[src/ice_defs.svh]
`ifndef ICE_DEFS_SVH
`define ICE_DEFS_SVH

// ~~~~~~~~~~~~~~~~~~~~~~~~~~~~~~~~~~~~~~~
// bit timing
// ~~~~~~~~~~~~~~~~~~~~~~~~~~~~~~~~~~~~~~~

// system clocks per phase, four phases per bit
`define ICE_CLK_DIV 8
// phase counter width
`define ICE_CLK_DIV_LOG2 4

// ~~~~~~~~~~~~~~~~~~~~~~~~~~~~~~~~~~~~~~~
// host queue
// ~~~~~~~~~~~~~~~~~~~~~~~~~~~~~~~~~~~~~~~

`define ICE_FIFO_DEPTH 4
`define ICE_FIFO_AW 2

`endif

[src/ice_pkg.sv]
package ice_pkg;

	// ~~~~~~~~~~~~~~~~~~~~~~~~~~~~~~~~~~~~~~~
	// payload types
	// ~~~~~~~~~~~~~~~~~~~~~~~~~~~~~~~~~~~~~~~

	typedef logic [7:0] ice_byte_t;

	// index of a bit within one byte
	typedef logic [2:0] bit_idx_t;

	// ~~~~~~~~~~~~~~~~~~~~~~~~~~~~~~~~~~~~~~~
	// sequencer states
	// ~~~~~~~~~~~~~~~~~~~~~~~~~~~~~~~~~~~~~~~

	typedef enum logic [2:0] {
		EIN_IDLE,      // emo low, waiting for start_tx
		EIN_START,     // one phase of emo high before bit 0
		EIN_LOW_HOLD,  // eci low, previous bit held
		EIN_LOW_DATA,  // eci low, new bit out
		EIN_HIGH_DATA, // eci high
		EIN_HIGH_HOLD, // eci high, bit counter steps here
		EIN_FRAG_WAIT  // frame kept open
	} ein_state_t;

endpackage

[src/bit_shifter.sv]
`timescale 1ns/1ps

module bit_shifter (
	input  logic               clk,
	input  logic               bit_ctr_reset,
	input  logic               bit_clear,
	input  logic               bit_advance,
	input  ice_pkg::ice_byte_t head_byte,
	output logic               data_bit,
	output logic               pop
);

	localparam ice_pkg::bit_idx_t LAST_BIT = 3'd7;

	ice_pkg::bit_idx_t bit_idx;
	logic last_bit;

	// ~~~~~~~~~~~~~~~~~~~~~~~~~~~~~~~~~~~~~~~
	// bit index
	// ~~~~~~~~~~~~~~~~~~~~~~~~~~~~~~~~~~~~~~~

	always_ff @(posedge clk) begin
		if (bit_ctr_reset) begin
			bit_idx <= '0;
		end else if (bit_clear) begin
			bit_idx <= '0; // start phase of a frame
		end else if (bit_advance) begin
			bit_idx <= bit_idx + 3'd1; // 7 wraps to 0
		end
	end

	assign last_bit = (bit_idx == LAST_BIT);

	// lsb first
	assign data_bit = head_byte[bit_idx];

	// done with this byte, let the next one fall through
	assign pop = bit_advance && last_bit;

endmodule

[src/byte_fifo.sv]
`timescale 1ns/1ps
`include "ice_defs.svh"

module byte_fifo (
	input  logic               clk,
	input  logic               bit_ctr_reset,
	input  logic               wr_en,
	input  ice_pkg::ice_byte_t wr_data,
	input  logic               pop,
	output ice_pkg::ice_byte_t head_byte,
	output logic               empty,
	output logic               full
);

	localparam int unsigned AW = `ICE_FIFO_AW;
	localparam int unsigned CW = `ICE_FIFO_AW + 1;
	localparam logic [AW-1:0] LAST_IDX = AW'(`ICE_FIFO_DEPTH - 1);
	localparam logic [CW-1:0] DEPTH_C = CW'(`ICE_FIFO_DEPTH);

	ice_pkg::ice_byte_t mem [`ICE_FIFO_DEPTH];
	logic [AW-1:0] wr_ptr;
	logic [AW-1:0] rd_ptr;
	logic [CW-1:0] count;
	logic push_ok;
	logic pop_ok;

	assign push_ok = wr_en && !full; // dropped when full
	assign pop_ok = pop && !empty;

	// ~~~~~~~~~~~~~~~~~~~~~~~~~~~~~~~~~~~~~~~
	// storage
	// ~~~~~~~~~~~~~~~~~~~~~~~~~~~~~~~~~~~~~~~

	always_ff @(posedge clk) begin
		if (push_ok) begin
			mem[wr_ptr] <= wr_data;
		end
	end

	assign head_byte = mem[rd_ptr]; // fall-through head

	// ~~~~~~~~~~~~~~~~~~~~~~~~~~~~~~~~~~~~~~~
	// pointers and occupancy
	// ~~~~~~~~~~~~~~~~~~~~~~~~~~~~~~~~~~~~~~~

	always_ff @(posedge clk) begin
		if (bit_ctr_reset) begin
			wr_ptr <= '0;
			rd_ptr <= '0;
			count <= '0;
		end else begin
			if (push_ok) begin
				wr_ptr <= (wr_ptr == LAST_IDX) ? '0 : wr_ptr + 1'b1;
			end
			if (pop_ok) begin
				rd_ptr <= (rd_ptr == LAST_IDX) ? '0 : rd_ptr + 1'b1;
			end
			case ({push_ok, pop_ok})
				2'b10: count <= count + 1'b1;
				2'b01: count <= count - 1'b1;
				default: count <= count; // both or neither
			endcase
		end
	end

	assign empty = (count == '0);
	assign full = (count == DEPTH_C);

	// shifter only pops the byte it has just finished sending
	a_no_pop_when_empty: assert property (
		@(posedge clk) disable iff (bit_ctr_reset)
		pop |-> !empty
	) else $error("byte_fifo: pop while empty");

endmodule

[src/ein_fsm.sv]
`timescale 1ns/1ps

module ein_fsm (
	input  logic clk,
	input  logic bit_ctr_reset,
	input  logic start_tx,
	input  logic fragment,
	input  logic empty,
	input  logic phase_last,
	input  logic bit_tick,
	input  logic data_bit,
	output logic phase_restart,
	output logic bit_clear,
	output logic bit_advance,
	output logic emo_out,
	output logic eci_out,
	output logic edi_out
);

	ice_pkg::ein_state_t state;
	ice_pkg::ein_state_t next_state;
	logic next_emo;
	logic next_eci;
	logic next_edi;

	// ~~~~~~~~~~~~~~~~~~~~~~~~~~~~~~~~~~~~~~~
	// state and line registers
	// ~~~~~~~~~~~~~~~~~~~~~~~~~~~~~~~~~~~~~~~

	always_ff @(posedge clk) begin
		if (bit_ctr_reset) begin
			state <= ice_pkg::EIN_IDLE;
			emo_out <= 1'b0;
			eci_out <= 1'b0;
			edi_out <= 1'b0;
		end else begin
			state <= next_state;
			emo_out <= next_emo;
			eci_out <= next_eci;
			edi_out <= next_edi;
		end
	end

	// ~~~~~~~~~~~~~~~~~~~~~~~~~~~~~~~~~~~~~~~
	// sequence
	// ~~~~~~~~~~~~~~~~~~~~~~~~~~~~~~~~~~~~~~~

	always_comb begin
		next_state = state;
		next_emo = 1'b1;
		next_eci = 1'b0;
		next_edi = edi_out; // held unless a data phase
		case (state)
			ice_pkg::EIN_IDLE: begin
				next_emo = 1'b0;
				if (start_tx) begin
					next_state = ice_pkg::EIN_START;
				end
			end
			ice_pkg::EIN_START: begin
				if (phase_last) begin
					next_state = ice_pkg::EIN_LOW_HOLD;
				end
			end
			ice_pkg::EIN_LOW_HOLD: begin
				if (phase_last) begin
					next_state = ice_pkg::EIN_LOW_DATA;
				end
			end
			ice_pkg::EIN_LOW_DATA: begin
				next_edi = data_bit;
				if (phase_last) begin
					next_state = ice_pkg::EIN_HIGH_DATA;
				end
			end
			ice_pkg::EIN_HIGH_DATA: begin
				next_eci = 1'b1;
				next_edi = data_bit;
				if (phase_last) begin
					next_state = ice_pkg::EIN_HIGH_HOLD;
				end
			end
			ice_pkg::EIN_HIGH_HOLD: begin
				next_eci = 1'b1;
				if (phase_last) begin
					// pop already landed, empty reflects the rest
					if (!empty) begin
						next_state = ice_pkg::EIN_LOW_HOLD;
					end else if (fragment) begin
						next_state = ice_pkg::EIN_FRAG_WAIT;
					end else begin
						next_state = ice_pkg::EIN_IDLE;
					end
				end
			end
			ice_pkg::EIN_FRAG_WAIT: begin
				if (start_tx) begin
					next_state = ice_pkg::EIN_START; // same frame goes on
				end
			end
			default: begin
				next_state = ice_pkg::EIN_IDLE;
			end
		endcase
	end

	assign phase_restart = (next_state != state);
	assign bit_clear = (state == ice_pkg::EIN_START);
	assign bit_advance = (state == ice_pkg::EIN_HIGH_HOLD) && bit_tick;

	a_eci_inside_frame: assert property (
		@(posedge clk) disable iff (bit_ctr_reset)
		eci_out |-> emo_out
	) else $error("ein_fsm: eci high outside a frame");

endmodule

[src/ice_tx_top.sv]
`timescale 1ns/1ps

module ice_tx_top (
	input  logic               clk,
	input  logic               bit_ctr_reset,
	input  logic               wr_en,
	input  ice_pkg::ice_byte_t wr_data,
	input  logic               start_tx,
	input  logic               fragment,
	output logic               full,
	output logic               emo_out,
	output logic               eci_out,
	output logic               edi_out
);

	ice_pkg::ice_byte_t head_byte;
	logic empty;
	logic pop;
	logic phase_restart;
	logic phase_last;
	logic bit_tick;
	logic bit_clear;
	logic bit_advance;
	logic data_bit;

	byte_fifo byte_fifo_inst (
		.clk           (clk),
		.bit_ctr_reset (bit_ctr_reset),
		.wr_en         (wr_en),
		.wr_data       (wr_data),
		.pop           (pop),
		.head_byte     (head_byte),
		.empty         (empty),
		.full          (full)
	);

	phase_timer phase_timer_inst (
		.clk           (clk),
		.bit_ctr_reset (bit_ctr_reset),
		.phase_restart (phase_restart),
		.phase_last    (phase_last),
		.bit_tick      (bit_tick)
	);

	bit_shifter bit_shifter_inst (
		.clk           (clk),
		.bit_ctr_reset (bit_ctr_reset),
		.bit_clear     (bit_clear),
		.bit_advance   (bit_advance),
		.head_byte     (head_byte),
		.data_bit      (data_bit),
		.pop           (pop)
	);

	ein_fsm ein_fsm_inst (
		.clk           (clk),
		.bit_ctr_reset (bit_ctr_reset),
		.start_tx      (start_tx),
		.fragment      (fragment),
		.empty         (empty),
		.phase_last    (phase_last),
		.bit_tick      (bit_tick),
		.data_bit      (data_bit),
		.phase_restart (phase_restart),
		.bit_clear     (bit_clear),
		.bit_advance   (bit_advance),
		.emo_out       (emo_out),
		.eci_out       (eci_out),
		.edi_out       (edi_out)
	);

endmodule

[src/phase_timer.sv]
`timescale 1ns/1ps
`include "ice_defs.svh"

module phase_timer (
	input  logic clk,
	input  logic bit_ctr_reset,
	input  logic phase_restart,
	output logic phase_last,
	output logic bit_tick
);

	localparam int unsigned CNT_W = `ICE_CLK_DIV_LOG2;
	localparam logic [CNT_W-1:0] LAST_C = CNT_W'(`ICE_CLK_DIV - 1);
	localparam logic [CNT_W-1:0] TICK_C = CNT_W'(`ICE_CLK_DIV - 3);

	logic [CNT_W-1:0] phase_cnt;

	// ~~~~~~~~~~~~~~~~~~~~~~~~~~~~~~~~~~~~~~~
	// phase counter
	// ~~~~~~~~~~~~~~~~~~~~~~~~~~~~~~~~~~~~~~~

	always_ff @(posedge clk) begin
		if (bit_ctr_reset) begin
			phase_cnt <= '0;
		end else if (phase_restart) begin
			phase_cnt <= '0; // state change starts a new phase
		end else if (phase_last) begin
			phase_cnt <= '0; // free-runs in idle and fragment wait
		end else begin
			phase_cnt <= phase_cnt + 1'b1;
		end
	end

	assign phase_last = (phase_cnt == LAST_C);
	// two clocks early so the queue pop settles before the phase end
	assign bit_tick = (phase_cnt == TICK_C);

	a_cnt_in_range: assert property (
		@(posedge clk) disable iff (bit_ctr_reset)
		phase_cnt <= LAST_C
	) else $error("phase_timer: count past last phase clock");

endmodule
[config.mk]
export PLATFORM = sky130hd
export DESIGN_NAME = ice_tx_top
export DESIGN_NICKNAME = d
export VERILOG_FILES = /design/src/ice_pkg.sv /design/src/bit_shifter.sv /design/src/byte_fifo.sv /design/src/ein_fsm.sv /design/src/ice_tx_top.sv /design/src/phase_timer.sv
export VERILOG_INCLUDE_DIRS = /design/src /design/src/src
export SDC_FILE = /design/constraint.sdc
export NUM_CORES = 1
export LEC_CHECK = 0
export ABC_AREA = 0
export BUFFER_PORTS_ARGS = -buffer_cell sky130_fd_sc_hd__buf_2
export CAP_MARGIN = 20
export CORE_MARGIN = 10
export CORE_UTILIZATION = 53
export DETAILED_ROUTE_END_ITERATION = 7
export PLACE_DENSITY = 0.82
export SLEW_MARGIN = 40
export SYNTH_ARGS = -nofsm -noshare
export SYNTH_HDL_FRONTEND = slang
export SYNTH_SLANG_ARGS = --single-unit
export TNS_END_PERCENT = 30
[constraint.sdc]
create_clock -name clk -period 2.3 [get_ports clk]
set_input_delay 0.345 -clock clk [delete_from_list [all_inputs] [get_ports clk]]
set_output_delay 0.345 -clock clk [all_outputs]
set_load 0.005 [all_outputs]
=== After elaboration in Yosys (flattened, before gate mapping) ===
Memories as Yosys holds them, arrays and structs flattened. A register that Yosys moved wholly into a read port is not among the register bits.
Cells that the tools add are included.

* Output and inout bits: 4
* Flip-flop bits (word level): 20
* Word-level logic and storage cells: 66
* Memories kept: 1
* Bits in writable memories: 32

* Reductions and logical operators: 14
* Equal/unequal tests: 15
* $lt $le $gt $ge: 1
* $add $sub $neg: 6
* Muxes and demuxes: 20

{| class="wikitable"
|+ Memories
! memory !! words !! width !! read ports !! clocked after Yosys merged registers in !! write ports !! line !! text
|-
| byte_fifo_inst.mem || 4 || 8 || 1 || 1 || 1 || byte_fifo.sv:20 || <nowiki>ice_pkg::ice_byte_t mem [`ICE_FIFO_DEPTH];</nowiki>
|}

{| class="wikitable"
|+ Operator list
! cell !! number
|-
| $mux W3 || 8
|-
| $pmux W3 S6 || 1
|-
| $eq A3 B3 Y1 const B || 5
|-
| $eq A4 B3 Y1 const B || 2
|-
| $mux W2 || 4
|-
| $reduce_or A2 Y1 || 4
|-
| $add A3 B1 Y3 const B || 2
|-
| $eq A2 B2 Y1 const B || 3
|-
| $eq A3 B2 Y1 const B || 2
|-
| $logic_not A3 Y1 || 2
|-
| $pmux W3 S2 || 1
|-
| $mux W1 || 5
|-
| $add A2 B1 Y2 const B || 2
|-
| $add A4 B1 Y4 const B || 1
|-
| $logic_and A1 B1 Y1 || 4
|-
| $lt A3 B4 Y1 const B || 1
|-
| $bmux W1 S3 || 1
|-
| $eq A3 B1 Y1 const B || 1
|-
| $ne A3 B3 Y1 || 1
|-
| $reduce_or A3 Y1 || 1
|-
| $sub A3 B1 Y3 const B || 1
|-
| $eq A2 B1 Y1 const B || 1
|-
| $logic_not A1 Y1 || 2
|-
| $reduce_bool A2 Y1 || 1
|}

=== Longest topological paths before layout ===
Gate-level depths: netlist of run 1.

* Depth in word-level cells: 6
* Gate-level depth with buffers: 10

=== Cells and area by module ===
A second synthesis of run 1 with hierarchy kept.

* Cells, all modules: 176
* Area total of the unflattened synthesis: 2411.1 um2

{| class="wikitable"
|+ Modules (own cells, without submodules)
! module !! times used !! cells an instance !! area each (um2)
|-
| byte_fifo || 1 || 96 || 1647.8
|-
| ein_fsm || 1 || 47 || 379.1
|-
| bit_shifter || 1 || 15 || 198.9
|-
| phase_timer || 1 || 18 || 185.2
|}

=== Worst setup path before layout of run 1 ===
OpenSTA, ideal clock, no wires.

* Path kind: reg2reg
* Start: register phase_timer_inst.phase_cnt[0]
* End: register byte_fifo_inst.count[2]
* Stages on the path, launching flop included: 10
* Path slack: -0.030 ns
* Library setup time: 0.071 ns
* Arrival: 2.259 ns
* Cells stage by stage: dfxtp_1 -> ha_1 -> nand4b_1 -> nor4b_2 -> ha_1 -> inv_1 -> fa_1 -> xor2_1 -> or3_1 -> a21oi_1

* Word-level cells in the longest chain between the ends: 6
* Elaborated cells between the ends (all ways): 8
* Classes of those cells: 3 x eq/ne; 1 x mux; 4 x reduce/logical

{| class="wikitable"
|+ Ends and longest elaborated chain
! item !! line !! text
|-
| start: declaration || phase_timer.sv:16 || <nowiki>logic [CNT_W-1:0] phase_cnt;</nowiki>
|-
| start signal: assignment || phase_timer.sv:30 || <nowiki>phase_cnt <= phase_cnt + 1'b1;</nowiki>
|-
| $eq A4 B3 Y1 (*) || phase_timer.sv:36 || <nowiki>assign bit_tick = (phase_cnt == TICK_C);</nowiki>
|-
| $logic_and A1 B1 Y1 (*) || ein_fsm.sv:109 || <nowiki>assign bit_advance = (state == ice_pkg::EIN_HIGH_HOLD) && bit_tick;</nowiki>
|-
| $logic_and A1 B1 Y1 (*) || bit_shifter.sv:38 || <nowiki>assign pop = bit_advance && last_bit;</nowiki>
|-
| $logic_and A1 B1 Y1 (*) || byte_fifo.sv:28 || <nowiki>assign pop_ok = pop && !empty;</nowiki>
|-
| via byte_fifo_inst.pop_ok || byte_fifo.sv:25 || <nowiki>logic pop_ok;</nowiki>
|-
| $eq A2 B1 Y1 or $eq A2 B2 Y1 (tied branches) || byte_fifo.sv:58 || <nowiki>case ({push_ok, pop_ok})</nowiki>
|-
| $pmux W3 S2 or $reduce_bool A2 Y1 (tied branches) || n/a ||
|-
| end signal: assignment || byte_fifo.sv:59 || <nowiki>2'b10: count <= count + 1'b1;</nowiki>
|-
| end signal: assignment || byte_fifo.sv:60 || <nowiki>2'b01: count <= count - 1'b1;</nowiki>
|-
| end signal: assignment || byte_fifo.sv:61 || <nowiki>default: count <= count;</nowiki>
|-
| end: declaration || byte_fifo.sv:23 || <nowiki>logic [CW-1:0] count;</nowiki>
|}

Mark *: on every way through the listed nets, which the timed path passes. The rest lies on a longest branch.
A chain may end at the register's enable or synchronous reset.

=== Worst setup path in the final report of run 1 ===
* Start: register phase_timer_inst.phase_cnt[1]
* End: register byte_fifo_inst.count[2]

The elaborated chain is that of the path after synthesis.

==> results of run 1 <==
==> cell usage in the layout, fill, tap and decap left out, types with 2 or more instances in the layout <==
cell type,count
edfxtp_1,32
dfxtp_1,21
nor2_1,17
buf_2,16
buf_4,12
mux2i_1,10
inv_1,9
ha_1,9
nand2_1,7
a21oi_1,7
o21ai_0,6
clkbuf_8,5
and2_1,4
mux4_1,4
nor3_1,3
nand3b_1,3
o211ai_1,3
a311oi_1,3
xor2_1,3
nand2b_1,2
nor3b_1,2
and3b_1,2
nand3_1,2
mux4_2,2
mux2_2,2
xnor2_1,2
a31oi_1,2
==> cell type report <==
type / instances / area, um2 / area share (%)
clock buffer: 6 / 72.57 / 2.672
clock inverter: 2 / 38.79 / 1.428
inverter: 10 / 37.54 / 1.382
multi-input combinational: 111 / 929.6 / 34.22
sequential: 54 / 1403 / 51.64
tap: 52 / 65.06 / 2.395
timing repair buffer: 28 / 170.2 / 6.264
==> registers in the layout, indices dropped and copies added, names as in the netlist, named ones only <==
signal / count
bit_shifter_inst.bit_idx: 3
byte_fifo_inst.count: 3
byte_fifo_inst.mem: 32
byte_fifo_inst.rd_ptr: 2
byte_fifo_inst.wr_ptr: 2
ein_fsm_inst.eci_out: 1
ein_fsm_inst.edi_out: 1
ein_fsm_inst.emo_out: 1
ein_fsm_inst.state: 3
phase_timer_inst.phase_cnt: 4
==> metrics by stage <==
step                      utilization (%)  worst slack [ns]
final                               61.96           0.06375
after floorplan                         -           0.01409
after detailed placement            58.76          -0.01354
after global placement              58.76           0.09698
after global routing                61.96           -0.1065
after CTS                           61.79          0.008635
==> kinds of logic after synthesis <==
kind of cell | after synthesis
flip-flops | 54
AND/OR/NAND/NOR | 49
AO/OA/AOI/OAI | 28
buffers and inverters | 19
multiplexers | 18
adder cells (fa/ha/maj) | 11
XOR/XNOR | 5
==> worst max-delay path, stage by stage (launching register included) <==
cell	delay, ns
dfxtp_2	0.33
inv_1	0.05
ha_1	0.13
nand4b_1	0.17
nor4b_4	0.28
ha_2	0.25
inv_2	0.04
fa_2	0.34
xor2_1	0.15
or3_1	0.31
a21oi_1	0.12
==> path summary, 6_finish.rpt <==
path,slack (ns),to,startpoint
hold reg to reg,0.53,phase_timer_inst.phase_cnt[0],phase_timer_inst.phase_cnt[0]
hold / removal,0.24,byte_fifo_inst.mem[0][1],wr_data[1]
setup reg to reg,0.06,byte_fifo_inst.count[2],phase_timer_inst.phase_cnt[1]
setup / recovery,0.06,byte_fifo_inst.count[2],phase_timer_inst.phase_cnt[1]
==> layer usage <==
layer,part of all wire [%],up-vias,global-route usage [%]
met2,47,26,18.25
li1,-,729,-
met5,0,-,0
met3,3.5,6,3.839
met1,48,725,14.18
met4,1.6,0,4.493
==> power groups by stage <==
stage | Clock [mW] | Sequential, mW | Combinational [mW]
global route | 0.672 | 1.08 | 0.142
finish | 0.626 | 1.08 | 0.124
global placement | 0 | 1.10 | 0.119
detailed placement | 0 | 1.10 | 0.122
floorplan | 0 | 1.10 | 0.0783
CTS | 0.643 | 1.08 | 0.126
==> timing repair <==
item | in CTS | in global routing
endpoints found under the setup margin | 1 | 2
setup buffers | 2 | 1
resized for setup | 4 | 0
pin swaps | 3 | 2
==> results.md, run 1 <==
* Internal cell power at 1.443 mW
* Share of layout cells above drive strength 1 at about a fifth
* Slew Limit Fails at 0
* Top Ports at 17
* Die ar. at ~7700 um2
* Worst R2R Path Depth at 10
* Area share of and/or/nand/nor cells after synthesis at between 10% and 20%
* Post-route DRC at 0
* Final Power at 1.830 mW
* Iter 0 DRT Violations at 57
* Area contributors post-synth: edfxtp_1 40%, dfxtp_1 18%, ha_1 5.2%
* Total gr overflow at 0
* CTS Sinks at 54
* Die H at just under 90 um
* Area of the core at 4384 um2
* First-pass GRT wire length at approximately 6800 um
* Part of the power in combinational logic at between 6 and 7%
* Clock Latency Late Sink at ~0.31 ns
* RSZ-0062 raised after global routing: yes
* Lkg Pwr at 1.004 nW
* Syn avg cell area at roughly 13 um2
* Largest family of logic cells by synthesized area: simple AND/OR/NAND/NOR gates
* Post-synth ARST share at 0%
* Slew headroom at a little under two thirds
* Arrival @ worst endpoint at roughly 2.5 ns
* Sequential share of the synthesized area at 58.09%
* Complex-gate fraction of the synthesized area at 7.521%
* Critical Path RT at 2.54 ns
* PortBufs at 16
* Clk slew on worst S/H paths at about 0.090 ns
* Post-placement cell area at approximately 2600 um2
* Ys Warns at 0
* Max-cap violations at 0
* Via Count at around 1500
* Post-Syn Area at 2412 um2
* Leading register cell type out of synthesis: edfxtp_1
* CTS Hold Buffers Added at 0
* Area share of the largest cell type after synthesis at roughly two fifths
* Post-DP HPWL at between 2000 and 3000 um
* Post-Syn Instances at 184
* Adder-Cell Fraction of Synth Area at about 6.0%
* Switch Pwr at about 0.39 mW
* Top cell type by total area after synthesis: edfxtp_1
* Via density at between 5 and 6
* Crit share post-route at 97.23%
* Synth Net Count at 208
* Largest net degree at the start of global routing at 18
* DRT Wirelength at a little over 4000 um
* Fmax at between 400 and 500 MHz
* Worst Skew at just over 0.006 ns
* Max VDD drop at around 0.57 mV
* Starting Density at 55.02%
* RePlAce Congestion at slightly below 0.8
* Commonest cells in the netlist: 32 x edfxtp_1, 22 x dfxtp_1, 17 x nor2_1
* XOR/XNOR Fraction of Synth Area at about 1.8%
* Initial antenna violation count at 0
* Top-count cell post-synth: edfxtp_1
* Post-DRT Antenna Nets at 0
* Crit Path Category: reg2reg
* #FFs+latches synth at 54
* ANT cells at 0
* Number of setup violations in the final report at 0
* CTS Buffer Depth at 2
* FILL cells at about 340
* Crit Path Max Fanout at 2
* Min-delay worst type: in2reg
* Clock power share at roughly 34%
* Root buffer cell: clkbuf_8
* Finished layout cell area at about 2700 um2
* Post-route non-filler standard cell count at between 200 and 300
* Yosys cell types at 42
* Chip width at 87.47 um
* Total Nets Final at around 230
* Fin. Hold Viols at 0
* Fin Hold WS at around 0.24 ns
* Drt first pass iters at 4
* Hold path depth at 1
* Post-synth EDFFs at 32
* Row Count at 24
* Inserted Clock Buffers at 5
* Crit start category: flop
* Area grow syn2layout at 12.60%
* Global Route Usage Sum at 11.55%
* Net Sw Frac at between 20% and 30%
* Placed cells at 252
* Multiplexer share of the synthesized area at a little under an eighth
* Setup TNS at 0 ns
* Reg power frac at between 50% and 60%
* Routed len/inst at 15.63 um
* Crit. End Element: flop
* Power Density at 673.6 nW/um2
* Vias in the first global route at ~1500
* H-tree Lvls at 2
* Status: finished clean
* Tightest Pin Transition at between 0.5 and 0.6 ns
* CTS tree: done
* Post-layout min period at 2.236 ns
Note: power is estimated with default switching activity, not from simulation.
==> run 2: changes to the inputs <==
CORE_UTILIZATION = 60   (was 53)
PLACE_DENSITY = 0.87   (was 0.82)
clock period = 2.58 ns   (was 2.3 ns; I/O delays follow)
==> results.md, run 2 (synthesis gave the netlist of run 1 again) <==
* Share of layout cells above drive strength 1 at roughly 17%
* Area of the core at 3771 um2
* PortBufs at 16
* Via Count at about 1500
* CTS tree: done
* Vias in the first global route at around 1600
* Starting Density at between 60% and 70%
* CTS Sinks at 54
* Via density at approximately 6.0
* Most used cell, CP: ha_1
* Initial antenna violation count at 0
* DRT Wirelength at 4667 um
* Slew Limit Fails at 0
* Crit. End Element: flop
* CTS Buffer Depth at 2
* Crit start category: flop
* Tightest Pin Transition at approximately 0.56 ns
* First-pass GRT wire length at ~7600 um
* CP max stage cell: dfxtp_1
* Largest Register: byte_fifo_inst.mem
* Post-DRT Antenna Nets at 0
* Number of setup violations in the final report at 0
* Final Power at between 1.5 and 2 mW
* GRT Max-Usage Layer: met2
* Hold path depth at 1
* Die ar. at 6956 um2
* CTS Hold Buffers Added at 0
* Total Nets Final at about 230
* Crit path max-delay family: simple AND/OR/NAND/NOR gates
* Clk slew on worst S/H paths at 0.09 ns
* Drt first pass iters at 4
* Slew headroom at between 60% and 70%
* Fin Hold WS at slightly below 0.3 ns
* Stages on the worst setup path at 9
* Iter 0 DRT Violations at 126
* Post-DP HPWL at between 3000 and 4000 um
* Post-layout min period at around 2.4 ns
* Setup TNS at 0 ns
* Total gr overflow at 0
* Largest net degree at the start of global routing at 17
* Met3 Use GR at 3.418%
* Crit Path Category: reg2reg
* Global Route Usage Sum at a little over an eighth
* Post-route DRC at 0
* Crit Path Max Fanout at 4
* Power Density at roughly 580 nW/um2
* Largest register FFs at 32
* Worst R2R Path Depth at 9
* Worst Skew at just under 0.007 ns
* Inserted Clock Buffers at 5
* Area grow syn2layout at 9.232%
* Core Util, Final at 69.87%
* Finished layout cell area at between 2000 and 3000 um2
* Commonest cells after routing, fill and taps aside: 32 x edfxtp_1, 22 x dfxtp_1, 17 x nor2_1, 16 x buf_2
* Min-delay worst type: in2reg
* Clock Latency Late Sink at 0.31 ns
* Top Ports at 17
* Critical Path RT at roughly 2.8 ns
* M2 GR Usage at a little under a quarter
* Fin. Hold Viols at 0
* ANT cells at 0
* Fmax at approximately 410 MHz
* Arrival @ worst endpoint at around 2.7 ns
* RePlAce Congestion at 0.7706
* Max-cap violations at 0
* WP buf/inv at 1
* Root buffer cell: clkbuf_8
* Row Count at 22
* Status: finished clean
* M1 GR Usage at approximately 15%
* CP max stage delay at between 0.3 and 0.4 ns
* Crit share post-route at 94.02%
* Post-placement cell area at roughly 2500 um2
* Chip width at ~83 um
* Most common cell after layout, fill and taps aside: edfxtp_1
* Crit-path cells: ha_1 -> nand4b_1 -> nor4b_4 -> ha_1 -> inv_1 -> fa_1 -> xor2_1 -> or3_1 -> a21oi_1
* Max VDD drop at a little over 0.5 mV
* Routed len/inst at around 18 um
* H-tree Lvls at 2
* Lkg Pwr at slightly below 1 nW
* Die H at 83.41 um
* Largest registers: byte_fifo_inst.mem (32), phase_timer_inst.phase_cnt (4)
run 2: worst paths after layout:
path | from | to | slack [ns]
hold reg to reg | phase_timer_inst.phase_cnt[0] | phase_timer_inst.phase_cnt[0] | 0.47
hold / removal | wr_data[1] | byte_fifo_inst.mem[1][1] | 0.29
setup reg to reg | phase_timer_inst.phase_cnt[0] | byte_fifo_inst.count[2] | 0.15
setup / recovery | phase_timer_inst.phase_cnt[0] | byte_fifo_inst.count[2] | 0.15
run 2: layout make-up:
type,count,area (um2)
flip-flops and latches,54,1401
fillers,245,1136
multi-input cells,111,924.6
repair buffers,22,125.1
clock buffers,6,72.57
well taps,48,60.06
inverters,10,37.54
clock inverters,2,13.76
run 2: routing by layer:
layer,vias to the layer above,wire length [um]
li1,716,-
met1,728,1891
met2,55,2407
met3,14,243
met4,0,125
met5,-,0
run 2: metrics by stage:
step | setup slack (ns) | cells
6_report | 0.1544 | 253
3_5_place_dp | 0.1696 | 244
2_1_floorplan | 0.2503 | 184
3_3_place_gp | 0.2909 | 244
4_1_cts | 0.06500 | 252
5_1_grt | -0.03659 | 253
run 2: power breakdown:
part / leakage [nW] / internal, mW / switching (mW)
Combinational: 0.445 / 0.0422 / 0.0649
Sequential: 0.473 / 0.947 / 0.0171
Clock: 0.0452 / 0.192 / 0.260
run 2: repair_timing:
item                                    CTS  global route
buffers inserted                          0             1
gates resized for setup                   0             1
endpoints found under the setup margin    0             1
hold endpoints to repair                  0             0
run 2: worst register-to-register path, stage by stage (launching register included):
cell	delay (ns)
dfxtp_1	0.39
ha_1	0.16
nand4b_1	0.20
nor4b_4	0.32
ha_1	0.25
inv_1	0.07
fa_1	0.38
xor2_1	0.16
or3_1	0.30
a21oi_1	0.13
==> run 3: changes to the inputs <==
CELL_PAD_IN_SITES_DETAIL_PLACEMENT = 0   (was not set)
CELL_PAD_IN_SITES_GLOBAL_PLACEMENT = 1   (was not set)
CORE_MARGIN = 4   (was 10)
CORE_UTILIZATION = 52   (was 60)
PLACE_DENSITY = 0.91   (was 0.87)
==> results.md, run 3 (synthesis gave the netlist of run 1 again) <==
* Post-DRT Antenna Nets at 0
* Die H at around 76 um
* Final setup margin at 0.05479 ns
* Row Count at 24
* Crit Path Category: reg2reg
* Crit path max-delay family: simple AND/OR/NAND/NOR gates
* Power Density at between 600 and 700 nW/um2
* Largest registers: byte_fifo_inst.mem (32), phase_timer_inst.phase_cnt (4)
* Arrival @ worst endpoint at about 2.8 ns
* Via Count at approximately 1500
* First-pass GRT wire length at around 7100 um
* WP buf/inv at 2
* Slew headroom at around 65%
* Post-DP HPWL at approximately 3100 um
* Via density at approximately 5.7
* CTS Buffer Depth at 2
* Largest Register: byte_fifo_inst.mem
* Slew Limit Fails at 0
* Fmax at between 300 and 400 MHz
* Min-delay worst type: in2reg
* Iter 0 DRT Violations at 85
* Largest register FFs at 32
* Chip width at ~76 um
* Crit Path Max Fanout at 3
* CP max stage cell: nor4b_2
* DRT Wirelength at 4324 um
* Area grow syn2layout at 11.26%
* Routed len/inst at 16.69 um
* CTS Sinks at 54
* Tightest Pin Transition at roughly 0.53 ns
* Largest net degree at the start of global routing at 19
* Hold path depth at 1
* Worst Skew at 0.01293 ns
* Fin. Hold Viols at 0
* Clk slew on worst S/H paths at approximately 0.1 ns
* Lkg Pwr at between 0.9 and 1 nW
* Crit share post-route at a little over nine tenths
* Max-cap violations at 0
* Final Power at about 1.6 mW
* Starting Density at a little over half
* ANT cells at 0
* Max VDD drop at around 0.45 mV
* Fin Hold WS at 0.2890 ns
* Crit-path cells: inv_1 -> ha_1 -> nand4b_1 -> nor4b_2 -> ha_2 -> inv_1 -> fa_1 -> xor2_1 -> or3_1 -> a21oi_1
* Status: finished clean
* PortBufs at 16
* CP max stage delay at between 0.4 and 0.5 ns
* Critical Path RT at 2.81 ns
* Commonest cells after routing, fill and taps aside: 32 x edfxtp_1, 20 x dfxtp_1, 17 x nor2_1, 16 x buf_2
* Top Ports at 17
* Area of the core at between 4000 and 5000 um2
* Post-layout min period at 2.525 ns
* Most common cell after layout, fill and taps aside: edfxtp_1
* Root buffer cell: clkbuf_8
* Post-Place Worst Slack at 0.1181 ns
* Vias in the first global route at between 1500 and 2000
* Die ar. at between 5000 and 6000 um2
* CTS tree: done
* H-tree Lvls at 2
* Inserted Clock Buffers at 5
* Worst R2R Path Depth at 10
* Global Route Usage Sum at ~15%
* Share of layout cells above drive strength 1 at between 15 and 20%
* Crit. End Element: flop
* RePlAce Congestion at approximately 0.8
* Total gr overflow at 0
* Number of setup violations in the final report at 0
* Drt first pass iters at 4
* Crit start category: flop
* Post-route DRC at 0
* Most used cell, CP: inv_1
* Stages on the worst setup path at 10
* CTS Hold Buffers Added at 0
* Total Nets Final at between 200 and 250
* Clock Latency Late Sink at slightly above 0.3 ns
* Initial antenna violation count at 0
[run 3: stage by stage]
step	area, um2	TNS, ns	utilization (%)	std cells
2_1_floorplan	2412	0	-	184
3_3_place_gp	2537	0	57.48	248
3_5_place_dp	2537	0	57.48	248
4_1_cts	2654	0	60.12	256
5_1_grt	2684	-0.06916	60.80	259
6_report	2684	0	60.80	259
[run 3: final timing paths]
check | start | end | slack, ns
worst max-delay path | phase_timer_inst.phase_cnt[1] | byte_fifo_inst.count[2] | 0.05
worst min-delay path | wr_data[2] | byte_fifo_inst.mem[3][2] | 0.29
worst max register to register | phase_timer_inst.phase_cnt[1] | byte_fifo_inst.count[2] | 0.05
worst min register to register | phase_timer_inst.phase_cnt[0] | phase_timer_inst.phase_cnt[0] | 0.44
[run 3: report_power, final]
group,leakage [nW],internal [mW],total [mW],switching (mW)
combinational,0.444,0.0424,0.104,0.0613
sequential,0.474,0.947,0.963,0.0157
clock,0.0587,0.294,0.574,0.280
total,0.976,1.28,1.64,0.357
[run 3: final cells by class]
class                           count  area, um2
Multi-Input combinational cell    111      918.4
Inverter                           10      37.54
Sequential cell                    54       1406
Clock buffer                        5      68.82
Tap cell                           52      65.06
Clock inverter                      3      47.55
Fill cell                         353       1730
Timing Repair Buffer               24      140.1
[run 3: timing repair]
| action | in CTS | in global routing |
|---|---|---|
| setup buffers | 0 | 3 |
| resized for setup | 0 | 4 |
| endpoints found under the setup margin | 0 | 1 |
[run 3: layer usage]
metal	share of wire [%]	GRT usage, %	routed length (um)
met4	0.56	4.720	24
met5	0	0	0
met3	2.7	4.019	118
met2	55	27.23	2357
met1	42	17.80	1823
